<file path="config.mk">
export PLATFORM = sky130hd
export DESIGN_NAME = sdram_sched_top
export DESIGN_NICKNAME = d
export VERILOG_FILES = /design/src/sdram_addr_pkg.sv /design/src/sdram_cmd_pkg.sv /design/src/bank_state_if.sv /design/src/port_req_if.sv /design/src/bank_tracker.sv /design/src/command_issue.sv /design/src/port_stage.sv /design/src/sdram_sched_top.sv
export VERILOG_INCLUDE_DIRS = /design/src
export SDC_FILE = /design/constraint.sdc
export NUM_CORES = 1
export LEC_CHECK = 0
export BUFFER_PORTS_ARGS = -buffer_cell sky130_fd_sc_hd__buf_2
export CAP_MARGIN = 20
export CORE_ASPECT_RATIO = 0.8
export CORE_MARGIN = 2
export CORE_UTILIZATION = 40
export DETAILED_ROUTE_END_ITERATION = 7
export PLACE_DENSITY = 0.73
export SLEW_MARGIN = 10
export SYNTH_ARGS = -nofsm -noshare
export SYNTH_HDL_FRONTEND = slang
export SYNTH_SLANG_ARGS = --single-unit
</file>
<file path="constraint.sdc">
create_clock -name INPUT_CLK -period 2.95 [get_ports INPUT_CLK]
set_clock_uncertainty 0.1 [all_clocks]
set_input_delay 0.885 -clock INPUT_CLK [delete_from_list [all_inputs] [get_ports INPUT_CLK]]
set_output_delay 0.885 -clock INPUT_CLK [all_outputs]
set_load 0.02 [all_outputs]
</file>
<file path="src/sdram_defines.svh">
`ifndef SDRAM_DEFINES_SVH
`define SDRAM_DEFINES_SVH

// request address split
`define SDRAM_REQ_ADDR_W      26
`define SDRAM_ROW_W           12
`define SDRAM_BANK_W          2
`define SDRAM_COL_W           12

// pins
`define SDRAM_PIN_ADDR_W      13
`define SDRAM_MASK_W          4
`define SDRAM_PRCH_ALL_ADDR   13'h400  // a10 set, all banks

// wait counter loads, counter runs up to the idle value
`define SDRAM_WAIT_LOAD_ARSR  3
`define SDRAM_WAIT_LOAD_OTHER 12
`define SDRAM_WAIT_IDLE       14

// min cycles between activate and precharge
`define SDRAM_ACTV_TIMEOUT    4

`endif

</file>
<file path="src/sdram_addr_pkg.sv">
`include "sdram_defines.svh"

package sdram_addr_pkg;

  typedef logic [`SDRAM_ROW_W-1:0]  row_t;
  typedef logic [`SDRAM_BANK_W-1:0] bank_t;
  typedef logic [`SDRAM_COL_W-1:0]  col_t;

  typedef struct packed {
    row_t  row;
    bank_t bank;
  } page_t;

  // row sits in the top bits
  typedef struct packed {
    row_t  row;
    bank_t bank;
    col_t  col;
  } req_addr_t;

  typedef struct packed {
    req_addr_t                addr;
    logic                     we;
    logic [`SDRAM_MASK_W-1:0] mask;
  } port_req_t;

endpackage

</file>
<file path="src/sdram_cmd_pkg.sv">
package sdram_cmd_pkg;

  // {ras_n, cas_n, we_n}
  typedef enum logic [2:0] {
    MRST = 3'b000,  // mode register set, never issued
    ARSR = 3'b001,  // auto refresh
    PRCH = 3'b010,
    ACTV = 3'b011,
    WRTE = 3'b100,
    READ = 3'b101,
    BTRM = 3'b110,  // burst terminate, never issued
    NOOP = 3'b111
  } sdram_cmd_t;

  // post-command wait
  typedef logic [3:0] wait_cnt_t;

endpackage

</file>
<file path="src/bank_state_if.sv">
`timescale 1ns/1ps

interface bank_state_if;
  sdram_addr_pkg::page_t     open_page;
  logic                      page_open;
  logic                      last_was_write;
  logic                      refresh_due;
  logic                      actv_done;
  sdram_cmd_pkg::sdram_cmd_t issued_cmd;  // NOOP unless issued last cycle
  logic                      load_page;
  sdram_addr_pkg::page_t     new_page;

  modport tracker (
    output open_page, page_open, last_was_write, refresh_due, actv_done,
    input  issued_cmd, load_page, new_page
  );

  modport issue (
    input  open_page, page_open, last_was_write, refresh_due, actv_done,
    output issued_cmd, load_page, new_page
  );
endinterface

</file>
<file path="src/port_req_if.sv">
`timescale 1ns/1ps

interface port_req_if;
  logic                      req;      // registered request level
  sdram_addr_pkg::port_req_t payload;
  logic                      hit_now;  // live page hit
  logic                      hit;      // page hit, one cycle old

  modport port_src (
    output req, payload, hit_now, hit
  );

  modport issue_dst (
    input req, payload, hit_now, hit
  );
endinterface

</file>
<file path="src/bank_tracker.sv">
`timescale 1ns/1ps
`include "sdram_defines.svh"

module bank_tracker (
  input  logic          INPUT_CLK,
  input  logic          RST,
  input  logic          refresh_strobe,
  bank_state_if.tracker to_issue
);
  logic       refresh_ack;  // strobe level at the last ARSR
  logic [2:0] actv_cnt;

  assign to_issue.actv_done = (actv_cnt == `SDRAM_ACTV_TIMEOUT);

  always_ff @(posedge INPUT_CLK)
  begin
    if (!RST)
    begin
      to_issue.page_open      <= 1'b0;
      to_issue.last_was_write <= 1'b0;
      to_issue.refresh_due    <= 1'b0;
      refresh_ack             <= 1'b0;
      actv_cnt                <= 3'(`SDRAM_ACTV_TIMEOUT);
    end
    else
    begin
      // refresh request is a toggle
      to_issue.refresh_due <= refresh_strobe ^ refresh_ack;

      case (to_issue.issued_cmd)
        sdram_cmd_pkg::ACTV: to_issue.page_open <= 1'b1;
        sdram_cmd_pkg::PRCH: to_issue.page_open <= 1'b0;
        sdram_cmd_pkg::WRTE: to_issue.last_was_write <= 1'b1;
        sdram_cmd_pkg::READ: to_issue.last_was_write <= 1'b0;
        sdram_cmd_pkg::ARSR: refresh_ack <= refresh_strobe;
        default: ;
      endcase

      if (to_issue.issued_cmd == sdram_cmd_pkg::ACTV)
        actv_cnt <= 3'd0;  // row just opened
      else if (!to_issue.actv_done)
        actv_cnt <= actv_cnt + 3'd1;
    end
  end

  // page comes from the issue logic at the ACTV edge
  always_ff @(posedge INPUT_CLK)
  begin
    if (to_issue.load_page)
      to_issue.open_page <= to_issue.new_page;
  end

endmodule

</file>
<file path="src/command_issue.sv">
`timescale 1ns/1ps
`include "sdram_defines.svh"

module command_issue (
  input  logic                         INPUT_CLK,
  input  logic                         RST,
  port_req_if.issue_dst                rand_if,
  port_req_if.issue_dst                bulk_if,
  bank_state_if.issue                  bank_if,
  output sdram_cmd_pkg::sdram_cmd_t    cmd,
  output logic [`SDRAM_PIN_ADDR_W-1:0] pin_addr,
  output sdram_addr_pkg::bank_t        bank,
  output logic                         rand_grant,
  output logic                         bulk_grant,
  output logic [`SDRAM_MASK_W-1:0]     we_mask
);
  sdram_cmd_pkg::wait_cnt_t     wait_cnt;
  sdram_cmd_pkg::sdram_cmd_t    next_cmd;
  sdram_addr_pkg::port_req_t    sel;
  logic [`SDRAM_PIN_ADDR_W-1:0] next_addr;
  logic                         in_gap;   // the NOOP stroke after a command
  logic                         last_rw;
  logic                         hit_bulk;
  logic                         hit_rand;
  logic                         hit_any;
  logic                         use_bulk;
  logic                         wait_done;
  logic                         on_page_ok;
  logic                         want;
  logic                         issue;

  // --------------------------------------------------------------------
  // port choice, bulk first
  // --------------------------------------------------------------------
  assign hit_bulk = bulk_if.hit && bulk_if.hit_now;  // held last cycle and still holds
  assign hit_rand = rand_if.hit && rand_if.hit_now;
  assign hit_any  = hit_bulk || hit_rand;
  assign use_bulk = hit_bulk || (!hit_rand && bulk_if.req);
  assign sel      = use_bulk ? bulk_if.payload : rand_if.payload;

  always_comb
  begin
    if (hit_any)
      next_cmd = sel.we ? sdram_cmd_pkg::WRTE : sdram_cmd_pkg::READ;
    else if (bank_if.page_open)
      next_cmd = bank_if.actv_done ? sdram_cmd_pkg::PRCH : sdram_cmd_pkg::NOOP;
    else if (bank_if.refresh_due)
      next_cmd = sdram_cmd_pkg::ARSR;
    else if (bulk_if.req || rand_if.req)
      next_cmd = sdram_cmd_pkg::ACTV;
    else
      next_cmd = sdram_cmd_pkg::NOOP;
  end

  always_comb
  begin
    case (next_cmd)
      sdram_cmd_pkg::ACTV:
        next_addr = {sel.addr.row[`SDRAM_ROW_W-1 -: 2], 1'b0,
                     sel.addr.row[`SDRAM_ROW_W-3:0]};
      sdram_cmd_pkg::READ,
      sdram_cmd_pkg::WRTE:
        next_addr = {sel.addr.col, 1'b0};
      default:
        next_addr = `SDRAM_PRCH_ALL_ADDR;
    endcase
  end

  // --------------------------------------------------------------------
  // issue gate
  // --------------------------------------------------------------------
  assign wait_done  = (wait_cnt == sdram_cmd_pkg::wait_cnt_t'(`SDRAM_WAIT_IDLE));
  assign want       = bulk_if.req || rand_if.req || bank_if.refresh_due;
  // back-to-back access in the same direction skips the wait
  assign on_page_ok = hit_any && last_rw && (bank_if.last_was_write == sel.we);
  assign issue      = !in_gap && (next_cmd != sdram_cmd_pkg::NOOP) &&
                      ((wait_done && want) || on_page_ok);

  assign bank_if.issued_cmd = cmd;
  assign bank_if.load_page  = issue && (next_cmd == sdram_cmd_pkg::ACTV);
  assign bank_if.new_page   = '{row: sel.addr.row, bank: sel.addr.bank};

  always_ff @(posedge INPUT_CLK)
  begin
    if (!RST)
      wait_cnt <= sdram_cmd_pkg::wait_cnt_t'(`SDRAM_WAIT_IDLE);
    else if (in_gap)
    begin
      case (cmd)
        sdram_cmd_pkg::ARSR: wait_cnt <= sdram_cmd_pkg::wait_cnt_t'(`SDRAM_WAIT_LOAD_ARSR);
        sdram_cmd_pkg::NOOP: wait_cnt <= sdram_cmd_pkg::wait_cnt_t'(`SDRAM_WAIT_IDLE);
        default:             wait_cnt <= sdram_cmd_pkg::wait_cnt_t'(`SDRAM_WAIT_LOAD_OTHER);
      endcase
    end
    else if (!wait_done)
      wait_cnt <= wait_cnt + 4'd1;
  end

  always_ff @(posedge INPUT_CLK)
  begin
    if (!RST)
    begin
      cmd        <= sdram_cmd_pkg::NOOP;
      pin_addr   <= `SDRAM_PRCH_ALL_ADDR;
      bank       <= '0;
      rand_grant <= 1'b0;
      bulk_grant <= 1'b0;
      we_mask    <= '0;
      in_gap     <= 1'b0;
      last_rw    <= 1'b0;
    end
    else
    begin
      cmd        <= issue ? next_cmd : sdram_cmd_pkg::NOOP;
      in_gap     <= issue;
      bulk_grant <= issue && hit_any && use_bulk;
      rand_grant <= issue && hit_any && !use_bulk;
      if (issue)
      begin
        pin_addr <= next_addr;
        last_rw  <= hit_any;
        if (next_cmd == sdram_cmd_pkg::ACTV)
          bank <= sel.addr.bank;
        else if (hit_any)
          bank <= bank_if.open_page.bank;
        if (hit_any)
          we_mask <= sel.mask;  // mask of the served port
      end
    end
  end

endmodule

</file>
<file path="src/port_stage.sv">
`timescale 1ns/1ps

module port_stage (
  input  logic                      INPUT_CLK,
  input  logic                      RST,
  input  logic                      req,
  input  sdram_addr_pkg::port_req_t payload,
  input  sdram_addr_pkg::page_t     open_page,
  input  logic                      page_open,
  input  logic                      refresh_due,
  port_req_if.port_src              to_issue
);
  sdram_addr_pkg::page_t req_page;
  logic                  hit_now;

  assign req_page = '{row: payload.addr.row, bank: payload.addr.bank};

  // live request on the open row and bank, nothing blocking
  assign hit_now = req && !refresh_due && page_open && (req_page == open_page);
  assign to_issue.hit_now = hit_now;

  always_ff @(posedge INPUT_CLK)
  begin
    if (!RST)
    begin
      to_issue.req <= 1'b0;
      to_issue.hit <= 1'b0;
    end
    else
    begin
      to_issue.req <= req;
      to_issue.hit <= hit_now;
    end
  end

  always_ff @(posedge INPUT_CLK)
  begin
    to_issue.payload <= payload;
  end

endmodule

</file>
<file path="src/sdram_sched_top.sv">
`timescale 1ns/1ps
`include "sdram_defines.svh"

module sdram_sched_top (
  input  logic                         INPUT_CLK,
  input  logic                         RST,
  input  logic                         refresh_strobe,
  // random port
  input  logic                         rand_req,
  input  logic                         rand_we,
  input  sdram_addr_pkg::req_addr_t    rand_addr,
  input  logic [`SDRAM_MASK_W-1:0]     rand_mask,
  output logic                         rand_grant,
  // bulk port
  input  logic                         bulk_req,
  input  logic                         bulk_we,
  input  sdram_addr_pkg::req_addr_t    bulk_addr,
  input  logic [`SDRAM_MASK_W-1:0]     bulk_mask,
  output logic                         bulk_grant,
  // command side
  output sdram_cmd_pkg::sdram_cmd_t    cmd,
  output logic [`SDRAM_PIN_ADDR_W-1:0] pin_addr,
  output sdram_addr_pkg::bank_t        bank,
  output logic [`SDRAM_MASK_W-1:0]     we_mask
);
  sdram_addr_pkg::port_req_t rand_payload;
  sdram_addr_pkg::port_req_t bulk_payload;

  port_req_if   rand_if ();
  port_req_if   bulk_if ();
  bank_state_if bank_if ();

  assign rand_payload = '{addr: rand_addr, we: rand_we, mask: rand_mask};
  assign bulk_payload = '{addr: bulk_addr, we: bulk_we, mask: bulk_mask};

  // --------------------------------------------------------------------
  // input stages
  // --------------------------------------------------------------------
  // a live bulk request keeps the random port off the open page
  port_stage u_rand_stage (
    .INPUT_CLK   (INPUT_CLK),
    .RST         (RST),
    .req         (rand_req),
    .payload     (rand_payload),
    .open_page   (bank_if.open_page),
    .page_open   (bank_if.page_open),
    .refresh_due (bank_if.refresh_due || bulk_req),
    .to_issue    (rand_if.port_src)
  );

  port_stage u_bulk_stage (
    .INPUT_CLK   (INPUT_CLK),
    .RST         (RST),
    .req         (bulk_req),
    .payload     (bulk_payload),
    .open_page   (bank_if.open_page),
    .page_open   (bank_if.page_open),
    .refresh_due (bank_if.refresh_due),
    .to_issue    (bulk_if.port_src)
  );

  // --------------------------------------------------------------------
  // bank state and command issue
  // --------------------------------------------------------------------
  bank_tracker u_bank_tracker (
    .INPUT_CLK      (INPUT_CLK),
    .RST            (RST),
    .refresh_strobe (refresh_strobe),
    .to_issue       (bank_if.tracker)
  );

  command_issue u_command_issue (
    .INPUT_CLK  (INPUT_CLK),
    .RST        (RST),
    .rand_if    (rand_if.issue_dst),
    .bulk_if    (bulk_if.issue_dst),
    .bank_if    (bank_if.issue),
    .cmd        (cmd),
    .pin_addr   (pin_addr),
    .bank       (bank),
    .rand_grant (rand_grant),
    .bulk_grant (bulk_grant),
    .we_mask    (we_mask)
  );

endmodule

</file>
* After elaboration in Yosys (flattened, before gate mapping) *
Index checks and enable logic that the tools add are counted.

operators by class
  add/subtract/negate cells = 2
  equal/unequal tests = 17
  multiplexer cells = 17
  bitwise operators = 2
  reduce and logical (&&, ||, !) cells = 37

operators with widths
  cell                 number
  $mux 31              1
  $eq 14x14->1         2
  $pmux 13 s2          1
  $mux 3               7
  $eq 3x3->1 const B   6
  $logic_and 1x1->1    18
  $eq 3x2->1 const B   3
  $mux 4               2
  $pmux 4 s2           1
  $logic_or 1x1->1     6
  $reduce_and 2->1     3
  $reduce_bool 2->1    3
  $logic_not 1->1      5
  $add 4x1->4 const B  1
  $eq 4x4->1 const B   1
  $mux 2               2
  $pmux 1 s2           2
  $reduce_or 2->1      2
  $add 3x1->3 const B  1
  $eq 3x1->1 const B   1
  $ne 3x3->1 const B   1
  $ne 2x1->1 const B   1
  $ne 2x2->1 const B   1
  $eq 1x1->1           1
  3 further kinds      3

word-level totals
  register bits after elaboration = 117
  input bits = 67
  output and inout port bits = 24
  word-level logic and storage cells = 106

* Logic depth before layout (Yosys ltp) *
Gate-level depths: netlist of run 1.

  depth in word-level cells = 17
  mapped depth = 10
  mapped depth without buffers = 9

* Modules after synthesis *
Synthesis of run 1 repeated with hierarchy kept, for this count alone.

second synthesis, totals
  cell total of the unflattened synthesis = 385
  area, all modules = 4493.1 um^2

modules (own cells, without submodules)
  module           times used  cells an instance  area an instance (um^2)  seq. area each (um^2)
  command_issue    1           223                2060.7                   600.6
  port_stage       2           56                 840.8                    660.6
  bank_tracker     1           49                 744.5                    560.5
  sdram_sched_top  1           1                  6.3                      0.0

* Worst setup path after synthesis of run 1 *
No wires, ideal clock.

  kind = input port to flip-flop
  from = input bulk_req
  to = register u_command_issue.we_mask[1]
  setup time = 0.115 ns
  arrival time = 2.528 ns
  required time = 2.735 ns
  path slack = 0.208 ns
  stages on the path = 9
  buffers on the path = 2
  cells stage by stage = and4bb_1 > nand4_1 > nor4_2 > buf_4 > nor4b_2 > a211oi_4 > buf_6 > a21boi_1 > o21a_1

on the way
  longest elaborated chain between the ends = 16
  elaborated cells between the ends (all ways) = 25
  those cells by class = 2 x eq/ne; 3 x mux; 20 x reduce/logical

RTL lines
  element                            RTL line               text
  from (decl)                        sdram_sched_top.sv:15  input logic bulk_req,
  $logic_or 1x1->1                   sdram_sched_top.sv:47  .refresh_due (bank_if.refresh_due || bulk_req),
  $logic_not 1->1                    port_stage.sv:19       assign hit_now = req && !refresh_due && page_open && (req_page == open_page);
  $logic_and 1x1->1 (3 in series)    port_stage.sv:19
  $logic_and 1x1->1                  command_issue.sv:36    assign hit_rand = rand_if.hit && rand_if.hit_now;
  $logic_not 1->1                    command_issue.sv:38    assign use_bulk = hit_bulk || (!hit_rand && bulk_if.req);
  $logic_and 1x1->1                  command_issue.sv:38
  $logic_or 1x1->1                   command_issue.sv:38
  $mux 31                            command_issue.sv:39    assign sel = use_bulk ? bulk_if.payload : rand_if.payload;
  $mux 1                             command_issue.sv:44    next_cmd = sel.we ? sdram_cmd_pkg::WRTE : sdram_cmd_pkg::READ;
  $mux 3                             command_issue.sv:43    if (hit_any)
  $ne 3x3->1                         command_issue.sv:76    assign issue = !in_gap && (next_cmd != sdram_cmd_pkg::NOOP) &&
  $logic_and 1x1->1 (2 in series)    command_issue.sv:76
  $reduce_and 2->1 (no source line)  -
  to (signal assigned)               command_issue.sv:127   we_mask <= sel.mask;
  to (decl)                          command_issue.sv:15    output logic [`SDRAM_MASK_W-1:0] we_mask

Parallel ways exist; a longest one is shown, timed or not.
A chain may end at the register's enable or synchronous reset.

* Worst setup path in the final report of run 1 *
  from = input bulk_addr[23] (netlist bit)
  to = register u_command_issue.cmd[2] (netlist: u_command_issue.bank_if.issued_cmd[2])

on the way
  longest elaborated chain between the ends = 11
  elaborated cells between the ends (all ways) = 16
  those cells by class = 3 x eq/ne; 3 x mux; 10 x reduce/logical

RTL lines
  element                            RTL line               text
  from (decl)                        sdram_sched_top.sv:17  input sdram_addr_pkg::req_addr_t bulk_addr,
  $eq 14x14->1 *                     port_stage.sv:19
  $logic_and 1x1->1 *                port_stage.sv:19
  $logic_and 1x1->1 *                command_issue.sv:35    assign hit_bulk = bulk_if.hit && bulk_if.hit_now;
  $logic_or 1x1->1                   command_issue.sv:38
  $mux 31                            command_issue.sv:39
  $mux 1                             command_issue.sv:44
  $mux 3                             command_issue.sv:43
  $ne 3x3->1                         command_issue.sv:76
  $logic_and 1x1->1 (2 in series)    command_issue.sv:76
  $reduce_and 2->1 (no source line)  -
  to (signal assigned)               command_issue.sv:103   cmd <= sdram_cmd_pkg::NOOP;
  to (signal assigned)               command_issue.sv:114   cmd <= issue ? next_cmd : sdram_cmd_pkg::NOOP;
  to (decl)                          command_issue.sv:10    output sdram_cmd_pkg::sdram_cmd_t cmd,

Mark *: on every way between the ends. The rest lies on a longest branch, timed or not.

==> results of run 1 <==
[power by group]
part	switching [mW]	total, mW	internal [mW]
sequential	0.131	1.96	1.82
clock	0.694	2.04	1.35
combinational	0.452	0.795	0.343
[final cells by class]
cell class                      count  area share, %
Sequential cell                   117           46.0
Multi-Input combinational cell    215           28.9
Timing Repair Buffer              102           10.5
Clock buffer                       26           10.1
Tap cell                          140           3.24
Clock inverter                      5           1.07
Inverter                            5          0.347
[per-layer routing]
layer	track usage, %	vias up	wire length (um)
met5	0	-	0
met4	7.33	0	190
met3	7.95	18	710
met2	29.0	104	4260
met1	22.6	1395	4480
li1	-	1460	-
[flip-flops by register name, summed over array words and instances, names as in the netlist, 3 cells and up]
signal	flops
u_rand_stage.to_issue.payload	31
u_bank_tracker.actv_cnt	3
u_bank_tracker.to_issue.open_page	14
u_command_issue.pin_addr	13
u_bulk_stage.to_issue.payload	31
u_command_issue.we_mask	4
u_command_issue.wait_cnt	4
u_command_issue.bank_if.issued_cmd	3
[cell usage in the layout, fill, tap and decap left out, types with 2 or more instances in the layout]
master,netlist,final
and3_1,6,6
edfxtp_1,14,14
mux2i_1,2,2
a22oi_1,11,11
nor2_1,11,11
nor4_4,0,2
mux2_4,2,2
nor2b_1,6,6
buf_12,0,2
a21oi_1,2,2
clkbuf_8,0,2
buf_4,3,10
o22ai_1,3,3
o21ai_0,20,20
nand3_1,6,6
a21boi_1,3,3
o21a_1,6,6
nor3_1,4,3
nand4_1,8,8
clkbuf_16,0,20
a31oi_1,11,11
nand2_1,24,24
mux2_2,16,16
nor4_1,2,2
inv_1,5,5
o211ai_1,3,3
a21boi_0,2,2
nand4b_1,2,2
buf_2,2,90
ha_1,4,4
dfxtp_1,103,103
xor2_1,3,3
o221ai_1,2,2
xnor2_1,32,32
clkbuf_1,6,4
and2_1,7,7
[per-stage QoR]
stage | setup TNS (ps) | worst slack (ps) | power, mW | std cells | area [um2]
2_1_floorplan | 0 | 208 | 2.49 | 353 | 4140
3_3_place_gp | -436 | -69.3 | 2.75 | 579 | 4800
3_5_place_dp | -1410 | -131 | 2.77 | 579 | 4800
4_1_cts | 0 | 291 | 4.82 | 610 | 5400
5_1_grt | 0 | 147 | 5.01 | 610 | 5400
6_report | 0 | 300 | 4.79 | 610 | 5400
[worst reg2reg max path: cells and delay by family (launching register included)]
family,cells,cell delay (ps)
AO/OA/AOI/OAI,2,370
AND/OR/NAND/NOR,4,850
flip-flops,1,430
XOR/XNOR,1,240
buffers and inverters,2,410
[cells by family (layout without fill, tap and decap cells)]
family / after synthesis / after routing / share of synthesized area, %
buffers and inverters: 21 / 138 / 2.96
DFF: 117 / 117 / 59.9
xor gates and xnor gates: 35 / 35 / 7.40
and+or+nand+nor: 87 / 87 / 11.6
AOI/OAI and AO/OA: 68 / 68 / 11.0
adders and majority gates: 4 / 4 / 1.21
muxes: 21 / 21 / 5.83
[final timing paths]
check | start | endpoint | cells past startpoint
max reg2reg | u_bank_tracker.to_issue.open_page[11] | u_command_issue.bank_if.issued_cmd[2] | 9
max | bulk_addr[23] | u_command_issue.bank_if.issued_cmd[2] | 10
min reg2reg | u_command_issue.bank[0] | u_command_issue.bank[0] | 2
min | u_command_issue.bank[0] | u_command_issue.bank[0] | 2
==> flow_summary.yaml, run 1 <==
run_status:
  status: "finished clean"
cells_and_area:
  fillerInstances: 889
  syn_to_final_growth_pct: 30.4
  fin_nets: 529
  multi_input_area_um2: 1560
  regArea_um2: 2480
  final_util_pct: 53.2
  antenna_cells: 0
  drive_gt1_share_pct: 33.0
global_route:
  grt_max_degree: 40
  grt_use_total_pct: 18.5
  antenna_found_initial: 0
  grt_first_pass_wirelength_um: 15500
  grt-ovfl-total: 0
  grt_pass1_vias: 3088
floorplan:
  ios: 91
  die_area_um2: 11200
  die_h_um: 95.0
  die_x_um: 118
  rows: 33
  start_util_pct: 40.8
  core_um2: 10200
sta:
  worstMarginPinSlew_ps: 649
  report.final.setup_viol: 0
  maxSlewViolCount: 0
  timing.fmax_ghz: 0.377
  rsz0062_at_grt: "no"
  period_needed_ps: 2650
  final-hold-violation-count: 0
  holdWs_ps: 393
  relSlewSlack_pct: 56.5
  fin_crit_sh_pct: 89.8
setup_path:
  path_class: "input pin to flop"
  path_delay_family: "simple AND/OR/NAND/NOR gates"
  r2r_slack_ps: 420
  cp_max_fo: 37
  worst-path-buf-inv: 3
  crit_chain: "buf_2 > xnor2_1 > nand4_1 > nor4_4 > buf_4 > nor4b_2 > a211oi_4 > buf_12 > and2_1 > o21ai_0"
  endpoint_kind: "flop"
  arrival_ps: 2820
  required_ps: 3120
  max_stage_delay_ps: 370
  critPathSlowestCell: "nor4_4"
  crit_path_start_kind: "input pin"
power_and_ir_drop:
  power_leakage_nw: 2.27
  powerDensity_nw_per_um2: 888
  ir_drop_v: 0.000470
detailed_routing:
  drcViolationCount: 0
  dr.pass1.iters: 4
  vias_per_cell: 4.88
  num_vias: 2977
  drtAntennaViolNets: 0
  wl_per_cell_um: 15.8
  wirelength_um: 9640
  drt_iter0_markers: 218
logic_synthesis:
  synth_cell_types: 50
  synth_area_um2: 4140
  yosys-top-cells-count: "dfxtp_1, xnor2_1, nand2_1"
  synth.most_common_cell: "dfxtp_1"
  synth-edff-count: 14
  yosys.area.top_type: "dfxtp_1"
  yosysSeqAreaShare_pct: 59.9
  synth_area_leaders: "dfxtp_1, edfxtp_1, xnor2_1"
  ys.warnings.count: 0
  syn_avg_cell_area_um2: 11.7
  synth_flop_cell: "dfxtp_1"
  synthArstFlopShare_pct: 0
  synth_top_area_share_pct: 49.8
  syn_nets: 424
  syn_inst: 353
  ys_ff_latch: 117
clocking:
  clk_latency_ps: 420
  clk_pin_slew_ps: 50
  cts_max_level: 4
  clockRootBuffer: "clkbuf_16"
  postCtsSetupBuffers: 0
  cts_resized: 0
  cts.path.max_buffers: 2
  cts_hold_buf: 0
  clock_sinks: 117
  numCtsBuffers: 17
  cts_tree: "done"
placement:
  dpl.hpwl_um: 6950
  place_congestion: 0.842
  io_buffers: 90
run:
  cap_viol_max_count: 0
worst_hold_path:
  worst_hold_path_type: "flop to flop"
No activity file was read; power rests on OpenSTA's default activity.
==> run 2: changes to the inputs <==
- CTS_BUF_LIST: unset -> sky130_fd_sc_hd__clkbuf_8
==> run 2 against run 1 <==
Register-to-register slack hardly changed. Global-route usage is 0.48 points lower. Clock-buffer cell count is 7 lower. Cell count stayed put. Combinational power hardly changed. Critical path type unchanged.
==> flow_summary.yaml, run 2 (synthesis gave the netlist of run 1 again) <==
run_status:
  status: "finished clean"
sta:
  rsz0062_at_grt: "no"
  report.final.setup_viol: 0
  worstMarginPinSlew_ps: 672
  timing.fmax_ghz: 0.380
  final-hold-violation-count: 0
  period_needed_ps: 2630
  relSlewSlack_pct: 54.9
  fin_crit_sh_pct: 89.3
  maxSlewViolCount: 0
global_route:
  met3_usage_pct: 6.88
  grt_pass1_vias: 3081
  grt_first_pass_wirelength_um: 15200
  grt-ovfl-total: 0
  grt_use_met2_pct: 28.2
  grt_use_total_pct: 18.0
  grt_max_degree: 40
  antenna_found_initial: 0
  top_usage_layer: "met2"
  grt_util_met1_pct: 22.0
detailed_routing:
  num_vias: 2956
  drcViolationCount: 0
  dr.pass1.iters: 4
  wirelength_um: 9440
  vias_per_cell: 4.85
  wl_per_cell_um: 15.5
  drt_iter0_markers: 249
  drtAntennaViolNets: 0
clocking:
  cts_resized: 0
  cts_max_level: 4
  clock_sinks: 117
  clk_latency_ps: 430
  clk_pin_slew_ps: 70
  cts_tree: "done"
  numCtsBuffers: 17
  cts_hold_buf: 0
  cts.path.max_buffers: 2
  postCtsSetupBuffers: 0
  clockRootBuffer: "clkbuf_8"
setup_path:
  cp_max_fo: 37
  max_stage_delay_ps: 380
  worst-path-buf-inv: 3
  path_delay_family: "simple AND/OR/NAND/NOR gates"
  crit_chain: "buf_2 > xnor2_1 > nand4_1 > nor4_4 > buf_4 > nor4b_2 > a211oi_4 > buf_12 > and2_1 > o21ai_0"
  path_class: "input pin to flop"
  critPathSlowestCell: "nor4_4"
  crit_path_start_kind: "input pin"
  endpoint_kind: "flop"
  arrival_ps: 2830
  r2r_slack_ps: 410
  required_ps: 3140
cells_and_area:
  final_cell_mix: "dfxtp_1, buf_2, xnor2_1"
  layout_commonest_cell: "dfxtp_1"
  final_area_um2: 5230
  fin_nets: 529
  syn_to_final_growth_pct: 26.2
  drive_gt1_share_pct: 33.0
  antenna_cells: 0
  final_util_pct: 51.4
  reg_top3: "u_bulk_stage.to_issue.payload: 31 flops, u_rand_stage.to_issue.payload: 31 flops, u_bank_tracker.to_issue.open_page: 14 flops"
power_and_ir_drop:
  ir_drop_v: 0.000439
  power_leakage_nw: 2.20
  powerDensity_nw_per_um2: 823
  power.total_mw: 4.30
placement:
  place_congestion: 0.842
  io_buffers: 90
  post_dp_cell_area_um2: 4800
  dpl.hpwl_um: 6950
floorplan:
  die_h_um: 95.0
  core_um2: 10200
  start_util_pct: 40.8
  die_x_um: 118
  rows: 33
  die_area_um2: 11200
  ios: 91
worst_hold_path:
  worst_hold_path_type: "flop to flop"
run:
  cap_viol_max_count: 0
==> run 2: worst min-delay path: cells and delay by family (launching register included) <==
family             cells  cell delay (ps)
AOI/OAI and AO/OA      1               80
DFF                    1              320
and+or+nand+nor        1               50
==> run 2: worst paths after layout <==
path,from,endpoint,cells past startpoint
max,bulk_addr[23],u_command_issue.bank_if.issued_cmd[2],10
min,u_command_issue.bank[0],u_command_issue.bank[0],2
max reg2reg,u_bank_tracker.to_issue.open_page[11],u_command_issue.bank_if.issued_cmd[2],9
min reg2reg,u_command_issue.bank[0],u_command_issue.bank[0],2
==> run 2: per-layer routing <==
layer	up-vias	routed length, um
met5	-	0
met1	1373	4320
met4	0	243
met3	22	752
met2	108	4120
li1	1453	-
==> run 2: metrics by stage <==
stage	hold slack (ps)	instances	setup slack, ps	TNS, ps
2_1_floorplan	371	353	208	0
3_5_place_dp	383	579	-131	-1410
4_1_cts	398	610	305	0
5_1_grt	431	610	156	0
6_report	399	610	316	0
3_3_place_gp	364	579	-69.3	-436
==> run 2: area by class of cell <==
type | instances | area (um2)
multi-input combinational | 215 | 1560
sequential | 117 | 2480
inverter | 5 | 18.8
clock buffer | 19 | 262
clock inverter | 12 | 163
fill | 916 | 4930
timing repair buffer | 102 | 566
tap | 140 | 175
==> run 2: report_power, final <==
group          total, mW  switching [mW]  internal (mW)
Combinational      0.794           0.451          0.343
Clock               1.55           0.606          0.948
Sequential          1.95           0.131           1.82
